[config.mk]
export PLATFORM = sky130hd
export DESIGN_NAME = loadExtend
export DESIGN_NICKNAME = d
export VERILOG_FILES = /design/src/rtl/memPkg.sv /design/src/rtl/loadExtend.sv
export VERILOG_INCLUDE_DIRS = /design/src /design/src/rtl
export SDC_FILE = /design/constraint.sdc
export NUM_CORES = 1
export LEC_CHECK = 0
export ABC_CLOCK_PERIOD_IN_PS = 1550
export CAP_MARGIN = 5
export CORE_AREA = 2 2 39 41
export DETAILED_ROUTE_END_ITERATION = 7
export DIE_AREA = 0 0 41 43
export DONT_BUFFER_PORTS = 1
export GPL_ROUTABILITY_DRIVEN = 0
export SETUP_SLACK_MARGIN = 0.4
export SYNTH_ARGS = -nofsm -noshare
export SYNTH_HDL_FRONTEND = slang
export SYNTH_SLANG_ARGS = --single-unit
export TNS_END_PERCENT = 30
[constraint.sdc]
create_clock -name vclk -period 1.55
set_input_delay 0.2325 -clock vclk [all_inputs]
set_output_delay 0.2325 -clock vclk [all_outputs]
set_load 0.1 [all_outputs]
[src/rtl/mem_params.svh]
`ifndef MEM_PARAMS_SVH
`define MEM_PARAMS_SVH

// byte address width seen by both requesters
`define ADDR_WIDTH 32

// log2 of the RAM depth in bytes
`define RAM_ADDR_BITS 12

// bytes per word
`define WORD_BYTES 4

`define BYTE_WIDTH 8

`endif

[src/rtl/memPkg.sv]
`default_nettype none

package memPkg;

    // who holds the RAM port
    typedef enum logic [1:0] {
        ownIdle  = 2'd0,
        ownData  = 2'd1,
        ownFetch = 2'd2
    } memOwner_e;

    typedef enum logic {
        opLoad  = 1'b0,
        opStore = 1'b1
    } memOp_e;

    // how a short load fills the upper bits
    typedef enum logic {
        extZero = 1'b0,
        extSign = 1'b1
    } extKind_e;

    // byte count, legal values 1, 2 and 4
    typedef logic [2:0] accLen_t;

endpackage

`default_nettype wire

[src/rtl/loadExtend.sv]
`timescale 1ns/100ps
`default_nettype none

`include "mem_params.svh"

module loadExtend
    import memPkg::*;
(
    input  logic [`WORD_BYTES*`BYTE_WIDTH-1:0] word,
    input  accLen_t                            len,
    input  extKind_e                           ext,
    output logic [`WORD_BYTES*`BYTE_WIDTH-1:0] value
);

    localparam int byteBits = `BYTE_WIDTH;
    localparam int wordBits = `WORD_BYTES * `BYTE_WIDTH;
    localparam int halfBits = 2 * byteBits;

    logic fillBit;

    always_comb begin
        fillBit = 1'b0;
        case (len)
            3'd1: begin
                fillBit = (ext == extSign) ? word[byteBits-1] : 1'b0;
                value   = {{(wordBits-byteBits){fillBit}}, word[byteBits-1:0]};
            end
            3'd2: begin
                fillBit = (ext == extSign) ? word[halfBits-1] : 1'b0;
                value   = {{(wordBits-halfBits){fillBit}}, word[halfBits-1:0]};
            end
            // full words pass straight through
            default: value = word;
        endcase
    end

endmodule

`default_nettype wire

==> qor.yml <==
io_buffers: 0
grt_max_degree: 17
initial_core_util: 0.252
slew_headroom: 0.816
max_stage_delay_ns: 0.21
die-width_um: 41
first_pass_iters: 1
layout_commonest_cell: "a21o_4"
crit_fanout: 16
grt_pass1_wl_um: 1190
hold_viol_final: 0
path_cells: "nand3b_1 > a21oi_4 > buf_12 > a21o_2 > buf_12"
regArea_um2: 0
finalCriticalPeriod_ns: 1.32
layout_common_cells: "18 x a21o_4, 7 x buf_12, 6 x a21o_2"
routedWlPerCell_um: 15.0
crit_type: "in2out"
detail_route.iter0.violations: 0
ys_types: 12
fmax_ghz: 0.755
antenna_found_initial: 0
setup_tns_ns: 0
slew_viol_final: 0
vias: 329
rows: 14
rsz0062_at_grt: "true"
tightest_slew_ns: 0.278
hold_path.class: "in2out"
status: "completed"
leakage_nw: 0.260
synth.top_cell.area_share: 0.401
critPathLaunch: "len[1]"
ant_nets: 0
ys_top_cells_by_area: "a21o_2 40%, buf_4 19%, a21o_1 17%"
dieArea_mm2: 0.00176
end_kind: "output port"
area_delta_synth_final_pct: 68.1
maxCapViolations: 0
yosys.area.top_type: "a21o_2"
cp.required_ns: 1.32
cp.arrival_ns: 1.09
grt.overflow.total: 0
fin_crit_sh: 0.854
drive_above_1_share: 0.884
syn-num-nets: 80
max-vdd-ir-drop_mv: 0.334
slowest_stage: "nand3b_1"
setup_violations: 0
wl_um: 885
die_h_um: 43
coreArea_mm2: 0.00138
routed_via_density: 5.58
synth_seq_area_share: 0
syn_inst: 44
design.seq.count: 0
yosysWarnings: 0
antenna_cells: 0
final_nets: 81
postLayoutCoreUtil: 0.424
n_clock_buffer: 0
min-delay-start: "word[6]"
num-fill-cells: 142
startpoint_type: "input pin"
synth_area_um2: 349
critical-path-top-delay-family: "buffers and inverters"
pin_count: 68
grt_pass1_vias: 292
track_usage: 0.0879
drc: 0
path_buf_inv: 2
ctsHoldBuffers: 0
syn_area_per_cell_um2: 7.93
crit_top_cell: "buf_12"
powerDensity_mw_per_mm2: 1040
[report_power, final]
group	internal, mW	switching [mW]
clock	0	0
sequential	0	0
combinational	0.155	0.455
total	0.155	0.455
[cells in the mapped netlist, drive strengths merged]
cell type / number
a21oi: 1
a21o: 24
buf: 10
or3b: 1
nand3b: 2
xor2: 1
nor2: 1
clkbuf: 2
nand2b: 2
[metal layers]
| layer | part of all wire | global-route usage |
|---|---|---|
| met5 | 0 | 0 |
| met4 | 0 | 0 |
| met2 | 0.53 | 0.169 |
| met3 | 0.19 | 0.0105 |
| met1 | 0.28 | 0.101 |
[final cells by class]
cell class | instances | area (um^2) | share of cell area
multi-input cells | 32 | 393 | 0.670
repair buffers | 11 | 174 | 0.296
well taps | 16 | 20.0 | 0.0341
[metrics by stage]
step | cell area [um^2] | std cells | total power [mW] | setup WS [ns] | hold slack [ns]
4_1_cts | 579 | 58 | 0.608 | 0.223 | 0.466
3_5_place_dp | 566 | 57 | 0.601 | 0.120 | 0.466
2_1_floorplan | 485 | 44 | 0.627 | 0.191 | 0.677
5_1_grt | 587 | 59 | 0.623 | 0.180 | 0.465
6_report | 587 | 59 | 0.610 | 0.226 | 0.465
3_3_place_gp | 566 | 57 | 0.602 | 0.129 | 0.466
[cells by family (layout without fill, tap and decap cells)]
| group | count (synthesis) | after routing | synth area share |
|---|---|---|---|
| AOI/OAI and AO/OA | 25 | 25 | 0.599 |
| and+or+nand+nor | 6 | 6 | 0.115 |
| xor gates and xnor gates | 1 | 1 | 0.0251 |
| buffers and inverters | 12 | 11 | 0.262 |
[worst paths after layout]
path / end / slack [ns] / depth (start not counted)
worst max-delay path: value[23] / 0.23 / 5
worst min-delay path: value[6] / 0.47 / 0
[what timing repair did]
item,4_1_cts,5_1_grt
buffers inserted,1,1
gates resized for setup,2,0
pin swaps,13,0
setup endpoints to repair,24,24
(Power assumes the default switching activity.)
