$ cat config.mk
export PLATFORM = sky130hd
export DESIGN_NAME = memCtrl
export DESIGN_NICKNAME = d
export VERILOG_FILES = /design/src/rtl/memPkg.sv /design/src/rtl/memCtrl.sv
export VERILOG_INCLUDE_DIRS = /design/src /design/src/rtl
export SDC_FILE = /design/constraint.sdc
export NUM_CORES = 1
export LEC_CHECK = 0
export BUFFER_PORTS_ARGS = -buffer_cell sky130_fd_sc_hd__buf_2
export CORE_AREA = 2 2 90 92
export CTS_CLUSTER_SIZE = 25
export DETAILED_ROUTE_END_ITERATION = 10
export DIE_AREA = 0 0 92 94
export PLACE_DENSITY_LB_ADDON = 0.2
export SETUP_SLACK_MARGIN = 0.4
export SYNTH_ARGS = -nofsm -noshare
export SYNTH_HDL_FRONTEND = slang
export SYNTH_SLANG_ARGS = --single-unit
$ cat constraint.sdc
create_clock -name clk -period 7 [get_ports clk]
set_input_delay 1.4 -clock clk [delete_from_list [all_inputs] [get_ports clk]]
set_output_delay 1.4 -clock clk [all_outputs]
set_load 0.005 [all_outputs]
$ cat src/rtl/mem_params.svh
`ifndef MEM_PARAMS_SVH
`define MEM_PARAMS_SVH

// byte address width seen by both requesters
`define ADDR_WIDTH 32

// log2 of the RAM depth in bytes
`define RAM_ADDR_BITS 12

// bytes per word
`define WORD_BYTES 4

`define BYTE_WIDTH 8

`endif

$ cat src/rtl/memPkg.sv
`default_nettype none

package memPkg;

    // who holds the RAM port
    typedef enum logic [1:0] {
        ownIdle  = 2'd0,
        ownData  = 2'd1,
        ownFetch = 2'd2
    } memOwner_e;

    typedef enum logic {
        opLoad  = 1'b0,
        opStore = 1'b1
    } memOp_e;

    // how a short load fills the upper bits
    typedef enum logic {
        extZero = 1'b0,
        extSign = 1'b1
    } extKind_e;

    // byte count, legal values 1, 2 and 4
    typedef logic [2:0] accLen_t;

endpackage

`default_nettype wire

$ cat src/rtl/memCtrl.sv
`timescale 1ns/100ps
`default_nettype none

`include "mem_params.svh"

module memCtrl
    import memPkg::*;
(
    input  logic                               clk,
    input  logic                               rst,
    input  logic                               rdy,
    input  logic                               ioFull,

    input  logic                               fetchEn,
    input  logic [`ADDR_WIDTH-1:0]             fetchAddr,

    input  logic                               dataReq,
    input  memOp_e                             dataOp,
    input  accLen_t                            dataLen,
    input  logic [`ADDR_WIDTH-1:0]             dataAddr,
    input  logic [`WORD_BYTES*`BYTE_WIDTH-1:0] dataWdata,

    input  logic [`BYTE_WIDTH-1:0]             ramRdata,
    output logic [`ADDR_WIDTH-1:0]             ramAddr,
    output logic                               ramWe,
    output logic [`BYTE_WIDTH-1:0]             ramWdata,

    output logic                               fetchDone,
    output logic [`WORD_BYTES*`BYTE_WIDTH-1:0] fetchInst,
    output logic                               dataDone,
    output logic [`WORD_BYTES*`BYTE_WIDTH-1:0] dataWord,
    output memOwner_e                          owner
);

    localparam int      addrBits = `ADDR_WIDTH;
    localparam int      byteBits = `BYTE_WIDTH;
    localparam int      wordBits = `WORD_BYTES * `BYTE_WIDTH;
    localparam accLen_t fetchLen = accLen_t'(`WORD_BYTES);

    logic [2:0]                      stage;
    memOwner_e                       ownerQ;
    memOwner_e                       curOwner;
    logic [wordBits-byteBits-1:0]    wordBytes;
    logic                            active;
    logic                            lastHit;
    logic [2:0]                      readIdx;
    logic [addrBits-1:0]             baseAddr;

    assign active = rdy && !ioFull;

    // a running access keeps the bus, otherwise data beats fetch
    always_comb begin
        if (ownerQ != ownIdle) begin
            curOwner = ownerQ;
        end else if (dataReq) begin
            curOwner = ownData;
        end else if (fetchEn) begin
            curOwner = ownFetch;
        end else begin
            curOwner = ownIdle;
        end
    end

    assign owner = curOwner;

    // completing stage for the current owner
    always_comb begin
        case (curOwner)
            ownData: begin
                if (dataOp == opStore) begin
                    lastHit = (stage == dataLen - 3'd1);
                end else begin
                    lastHit = (stage == dataLen);
                end
            end
            ownFetch: lastHit = (stage == fetchLen);
            default:  lastHit = 1'b0;
        endcase
    end

    assign fetchDone = active && lastHit && (curOwner == ownFetch);
    assign dataDone  = active && lastHit && (curOwner == ownData);

    // while stalled, re-read the previous byte so ramRdata still holds it
    assign readIdx  = (!active && stage != 3'd0) ? stage - 3'd1 : stage;
    assign baseAddr = (curOwner == ownFetch) ? fetchAddr : dataAddr;
    assign ramAddr  = baseAddr + addrBits'(readIdx);

    assign ramWe    = active && (curOwner == ownData) && (dataOp == opStore);
    assign ramWdata = dataWdata[stage[1:0]*byteBits +: byteBits];

    always_ff @(posedge clk) begin
        if (rst) begin
            stage  <= 3'd0;
            ownerQ <= ownIdle;
        end else if (active) begin
            if (lastHit) begin
                stage  <= 3'd0;
                ownerQ <= ownIdle;
            end else if (curOwner != ownIdle) begin
                stage  <= stage + 3'd1;
                ownerQ <= curOwner;
            end
        end
    end

    // byte k-1 arrives at stage k
    always_ff @(posedge clk) begin
        if (active) begin
            case (stage)
                3'd1:    wordBytes[byteBits-1:0]            <= ramRdata;
                3'd2:    wordBytes[2*byteBits-1:byteBits]   <= ramRdata;
                3'd3:    wordBytes[3*byteBits-1:2*byteBits] <= ramRdata;
                default: ;
            endcase
        end
    end

    // little-endian, last byte straight from the RAM
    assign fetchInst = {ramRdata, wordBytes};

    always_comb begin
        case (dataLen)
            3'd1:    dataWord = {{(wordBits-byteBits){1'b0}}, ramRdata};
            3'd2:    dataWord = {{(wordBits-2*byteBits){1'b0}}, ramRdata,
                                 wordBytes[byteBits-1:0]};
            default: dataWord = {ramRdata, wordBytes};
        endcase
    end

endmodule

`default_nettype wire

==> reports/results.ini, run 1 <==
[outcome]
run_status = completed

[floorplan]
coreArea_sq_mm = 0.00761
ios = 223
die_y_microns = 94
die_w_microns = 92
dieArea_sq_mm = 0.00865
rows = 32
initial_core_util_pct = 41.3

[global_routing]
grt_antenna_before_repair = 0
grt_first_pass_wirelength_mm = 14.3
first_global_vias = 3089
grt.total_usage_pct = 20.6
grt_max_degree = 62
gr-total-overflow = 0

[clocking]
cts_resized = 0
clock-root-buffer = clkbuf_8
cts_tree = yes
worstSkewPairLatency_ps = 280
cts.clk_slew.worst_paths_ps = 60
clock-sinks = 29
cts_buffers = 5
ctsHoldBuffers = 0
htreeDepth = 2
postCtsSetupBuffers = 0
clockBufferDepth = 2

[sta]
finalSetupViolations = 0
tightest_slew_ps = 747
finalMaxSlewViolations = 0
clock.fmax_mhz = 165
hold_viol = 0
setup-tns-final_ps = 0
fin_skew_ps = 5.43
setup_ws_ps = 945
min_period_ps = 6060
relSlewSlack_pct = 50.2
grt_setup_unrepaired = false
min_period_over_period_pct = 86.5

[critical_path]
cp_slowest_cell = buf_4
cp_top_family = simple AND/OR/NAND/NOR gates
cpMostUsedCell = buf_2
crit_buf_inv = 3
cp-end-kind = output pin
cpPeakStageDelay_ps = 570
critPathLaunchType = input pin
worstPathArrival_ps = 4660
cp_data_required_time_ps = 5600
path_class = input pin to output pin
worstPathMaxFanout = 61
crit_chain = buf_2 -> a21oi_1 -> ha_2 -> buf_4 -> nand4_1 -> a2111oi_4 -> nand2_2 -> or3_1 -> nor4b_4 -> xnor2_1 -> buf_2

[pwr]
power_leakage_nw = 1.94
peakVddDrop_uv = 76.0
p_per_area_mw_per_mm2 = 120

[route]
vias = 3276
ant_nets = 0
viasPerCell = 5.08
drtIter0Drc = 81
routed_wl_mm = 9.21
drc = 0
first_pass_iters = 4
wl_per_cell_microns = 14.3

[logic_synthesis]
avgSynthCellArea_sq_um = 9.39
async_flop_share_pct = 0
synth_most_common_cell = nand2_1
yosysUniqueCellTypes = 54
synth_warnings = 0
ys_seq_area_share_pct = 26.1
synth_area_sq_mm = 0.00315
synthFlopType = edfxtp_1
synth_top_area_share_pct = 22.9
ys_ff_latch = 29
syn_nets = 465
synth_cells = 335
ys_top_cells_by_area = edfxtp_1 (23%), xnor2_1 (7.0%), ha_1 (6.0%), mux2i_1 (5.7%), mux4_2 (5.7%)
synth_area_leader_cell = edfxtp_1
synth_edf_count = 24
synth.top_cells.by_count = nand2_1 (28), xnor2_1 (25), edfxtp_1 (24), and2_1 (20), mux2i_1 (18)

[placement]
port_buffers = 222
place.detailed.hpwl_mm = 7.53
gp_congestion = 0.878
pre_cts_slack_ps = 927
place_area_sq_mm = 0.00426

[final_layout]
nets = 672
num_antenna_cells = 0
area_growth_pct = 38.2
finalInstanceArea_sq_mm = 0.00435
nFillCells = 725
drive_above_1_share_pct = 47.5

[job]
max_cap_violations = 0

[hold_path]
min_path_type = flip-flop to flip-flop

layout make-up:
type                    instances  area [sq um]  share of cell area, %
flip-flops and latches         29           821                   18.9
inverters                       9          33.8                  0.777
multi-input cells             273          2150                   49.5
clock inverters                 3          17.5                  0.403
well taps                     102           128                   2.94
repair buffers                224          1130                   25.9
clock buffers                   5          68.8                   1.58
layer usage:
metal | part of all wire [%] | track usage, % | vias up
met4 | 0.84 | 5.47 | 0
met1 | 41 | 24.8 | 1510
met2 | 52 | 37.3 | 132
met3 | 6.2 | 4.17 | 6
li1 | - | - | 1628
met5 | 0 | 0 | -
kinds of logic (layout without fill, tap and decap cells):
family	Yosys count	in the layout	share of synthesized area [%]
xor+xnor	39	39	10.9
fa+ha+maj	16	16	6.60
buf+inv	33	241	5.57
compound gates	58	58	13.9
mux	32	32	13.7
simple gates	128	128	23.3
flops	29	29	26.1
through the flow:
step / total power, mW / util, % / std cells / hold slack, ps
3_5_place_dp: 0.394 / 56.0 / 637 / 562
5_1_grt: 0.556 / 57.1 / 645 / 584
3_3_place_gp: 0.391 / 56.0 / 637 / 561
6_report: 0.523 / 57.1 / 645 / 570
4_1_cts: 0.528 / 57.1 / 645 / 570
2_1_floorplan: 0.305 / - / 335 / 526
cells in the final DEF (no fill, tap or decap), drive strengths merged, types with 4 or more instances in the layout:
| cell type | count |
|---|---|
| a21oi | 17 |
| a22o | 16 |
| a32oi | 5 |
| and2 | 20 |
| and3 | 4 |
| buf | 224 |
| clkbuf | 5 |
| dfxtp | 5 |
| edfxtp | 24 |
| ha | 15 |
| inv | 9 |
| mux2 | 5 |
| mux2i | 19 |
| mux4 | 8 |
| nand2 | 29 |
| nand2b | 7 |
| nand3 | 13 |
| nand4 | 4 |
| nor2 | 17 |
| nor2b | 10 |
| nor3 | 11 |
| nor4b | 4 |
| o21ai | 9 |
| xnor2 | 25 |
| xor2 | 14 |
registers in the layout, indices dropped and copies added (netlist names):
name and count:
wordBytes 24, stage 3, ownerQ 2
worst paths after layout:
path / slack [ps] / depth (start not counted) / startpoint / to
min: 570 / 2 / stage[2] / stage[2]
max: 940 / 11 / dataReq / ramAddr[28]
min reg2reg: 570 / 2 / stage[2] / stage[2]
max reg2reg: 4760 / 9 / ownerQ[0] / stage[2]
power by group:
part	switching [mW]	internal, mW	total, mW	leakage (nW)
clock network	0.0634	0.0683	0.132	0.0439
registers	0.00478	0.189	0.194	0.257
logic	0.0970	0.100	0.197	1.64
worst min-delay path, delay by kind of cell (launching register included):
kind / cells / cell delay (ps)
AND/OR/NAND/NOR: 1 / 110
flip-flops: 1 / 350
AO/OA/AOI/OAI: 1 / 60
No activity file was read; power rests on OpenSTA's default activity.
==> run 2, diff against run 1 <==
--- a/config.mk
+++ b/config.mk
@@ -6,13 +6,15 @@
 export SDC_FILE = /design/constraint.sdc
 export NUM_CORES = 1
 export LEC_CHECK = 0
+export ABC_AREA = 1
 export BUFFER_PORTS_ARGS = -buffer_cell sky130_fd_sc_hd__buf_2
-export CORE_AREA = 2 2 90 92
+export CORE_AREA = 2 2 94 96
 export CTS_CLUSTER_SIZE = 25
 export DETAILED_ROUTE_END_ITERATION = 10
-export DIE_AREA = 0 0 92 94
+export DIE_AREA = 0 0 96 98
 export PLACE_DENSITY_LB_ADDON = 0.2
 export SETUP_SLACK_MARGIN = 0.4
+export SKIP_LAST_GASP = 1
 export SYNTH_ARGS = -nofsm -noshare
 export SYNTH_HDL_FRONTEND = slang
 export SYNTH_SLANG_ARGS = --single-unit
==> reports/results.ini, run 2 <==
[floorplan]
coreArea_sq_mm = 0.00847
initial_core_util_pct = 42.7
die_w_microns = 96
ios = 223
dieArea_sq_mm = 0.00941
rows = 34
die_y_microns = 98

[logic_synthesis]
synth_cells = 598
synth_edf_count = 24
ys_top_cells_by_area = edfxtp_1 (20%), nand2_1 (18%), nor2_1 (10%), inv_1 (8.7%), o21ai_0 (7.2%)
synth_area_sq_mm = 0.00362
avgSynthCellArea_sq_um = 6.05
async_flop_share_pct = 0
synth_warnings = 0
synth_most_common_cell = nand2_1
syn_nets = 728
yosysUniqueCellTypes = 34
synth_area_leader_cell = edfxtp_1
ys_ff_latch = 29
synthFlopType = edfxtp_1
synth_top_area_share_pct = 19.9
ys_seq_area_share_pct = 22.7
synth.top_cells.by_count = nand2_1 (170), nor2_1 (98), inv_1 (84), o21ai_0 (52), nand3_1 (25)

[critical_path]
cp_data_required_time_ps = 5600
worstPathArrival_ps = 4210
rr_startpoint = stage[0]
worstPathMaxFanout = 61
path_class = input pin to output pin
critPathLaunchType = input pin
reg2reg_slack_ps = 4620
rr_worst_depth = 4
cp-end-kind = output pin
r2r_end = wordBytes[12]

[final_layout]
area_growth_pct = 32.2
num_antenna_cells = 0
final_util_pct = 56.5
largest_reg_flops = 24
final_cell_mix = buf_2 (222), nand2_1 (170), nor2_1 (98), inv_1 (84), o21ai_0 (52)
reg.largest.list = wordBytes x24, stage x3, ownerQ x2
finalInstanceArea_sq_mm = 0.00478
layout.cells.non_filler = 911
largest_register = wordBytes
drive_above_1_share_pct = 33.7
nFillCells = 884
final_common_cell = buf_2
nets = 932

[hold_path]
hold_end = ownerQ[0]
holdCritStartpoint = ownerQ[0]
min_path_type = flip-flop to flip-flop
min_path_cells = 4

[global_routing]
gr-total-overflow = 0
grt_antenna_before_repair = 0
grt_max_degree = 62
first_global_vias = 4094
grt_first_pass_wirelength_mm = 18.2
grt.total_usage_pct = 23.9

[placement]
gp_congestion = 0.939
dp_cells = 903
place_area_sq_mm = 0.00470
port_buffers = 222
place.detailed.hpwl_mm = 9.59

[pwr]
power_uw = 578
power_leakage_nw = 2.66
peakVddDrop_uv = 65.0
p_per_area_mw_per_mm2 = 121

[route]
first_pass_iters = 5
vias = 4446
wl_per_cell_microns = 12.6
drc = 0
ant_nets = 0
viasPerCell = 4.88
drtIter0Drc = 203
routed_wl_mm = 11.5

[clocking]
clock-root-buffer = clkbuf_8
cts_tree = yes
cts.clk_slew.worst_paths_ps = 60
cts_resized = 0
clock-sinks = 29
cts_buffers = 5
ctsHoldBuffers = 0
postCtsSetupBuffers = 0
worstSkewPairLatency_ps = 280
htreeDepth = 2
clockBufferDepth = 2

[sta]
hold_viol = 0
tightest_slew_ps = 846
min_period_ps = 5610
setup-tns-final_ps = 0
grt_setup_unrepaired = false
relSlewSlack_pct = 43.4
clock.fmax_mhz = 178
min_period_over_period_pct = 80.2
finalMaxSlewViolations = 0
finalSetupViolations = 0
fin_skew_ps = 7.87

[job]
max_cap_violations = 0

[outcome]
run_status = completed

-- run 2: cell types whose count changed after synthesis, sizes merged, moves of 12 or more --
| cell | delta |
|---|---|
| nand2 | +149 |
| and2 | -19 |
| nand3 | +12 |
| a22o | -16 |
| xnor2 | -21 |
| nor2 | +94 |
| o21ai | +67 |
| inv | +77 |
| a21oi | -16 |
| mux2i | -19 |
-- run 2: per-stage QoR --
stage | worst slack, ps | hold slack [ps]
final | 1390 | 564
after floorplan | 1760 | 516
after global placement | 1540 | 553
after CTS | 1400 | 570
after detailed placement | 1400 | 557
after global routing | 999 | 606
-- run 2: how the worst max path moves through the flow --
stage / slack, ps / to / startpoint
3_3_place_gp: 1540 / ramAddr[16] / dataReq
5_1_grt: 1000 / ramAddr[21] / dataReq
2_1_floorplan: 1760 / ramAddr[16] / dataReq
4_1_cts: 1400 / ramAddr[27] / dataReq
3_5_place_dp: 1400 / ramAddr[27] / dataReq
6_report: 1390 / ramAddr[27] / dataReq
-- run 2: cell families (layout without fill, tap and decap cells) --
group	after synthesis	in the layout	synth area share, %
and+or+nand+nor	335	335	39.5
adders and majority gates	16	16	5.74
DFF	29	29	22.7
xor gates and xnor gates	18	18	4.36
AOI/OAI and AO/OA	86	86	13.7
buffers and inverters	114	319	14.0
-- run 2: area by class of cell --
class | instances | area [sq um] | area share [%]
Tap cell | 108 | 135 | 2.83
Clock buffer | 6 | 72.6 | 1.52
Multi-Input combinational cell | 455 | 2290 | 47.9
Sequential cell | 29 | 821 | 17.2
Timing Repair Buffer | 224 | 1130 | 23.5
Inverter | 87 | 327 | 6.83
Clock inverter | 2 | 10.0 | 0.209
-- run 2: worst max-delay path, cell delays in order --
cell	delay [ps]
buf_2	90
inv_1	30
o21ai_0	270
inv_1	140
ha_2	230
buf_4	310
nand2_1	150
nand2_1	60
ha_1	340
nand3_1	90
nand3_1	170
nand3_1	220
inv_1	120
nand2_2	130
nor2_4	150
nand2_1	60
nand2_1	60
nand2_1	50
buf_2	120
-- run 2: routing by layer --
metal	wire length [microns]	vias up	share of wire (%)	track usage (%)
met1	4860	1956	42	30.2
li1	-	2284	-	-
met2	5580	195	49	42.0
met4	93	0	0.81	4.95
met5	0	-	0	0
met3	927	11	8.1	4.24
-- run 2: power breakdown --
| group | total (mW) | leakage [nW] | internal, mW | switching (mW) |
|---|---|---|---|---|
| sequential | 0.195 | 0.257 | 0.190 | 0.00528 |
| clock | 0.130 | 0.0450 | 0.0686 | 0.0610 |
| combinational | 0.253 | 2.36 | 0.104 | 0.149 |
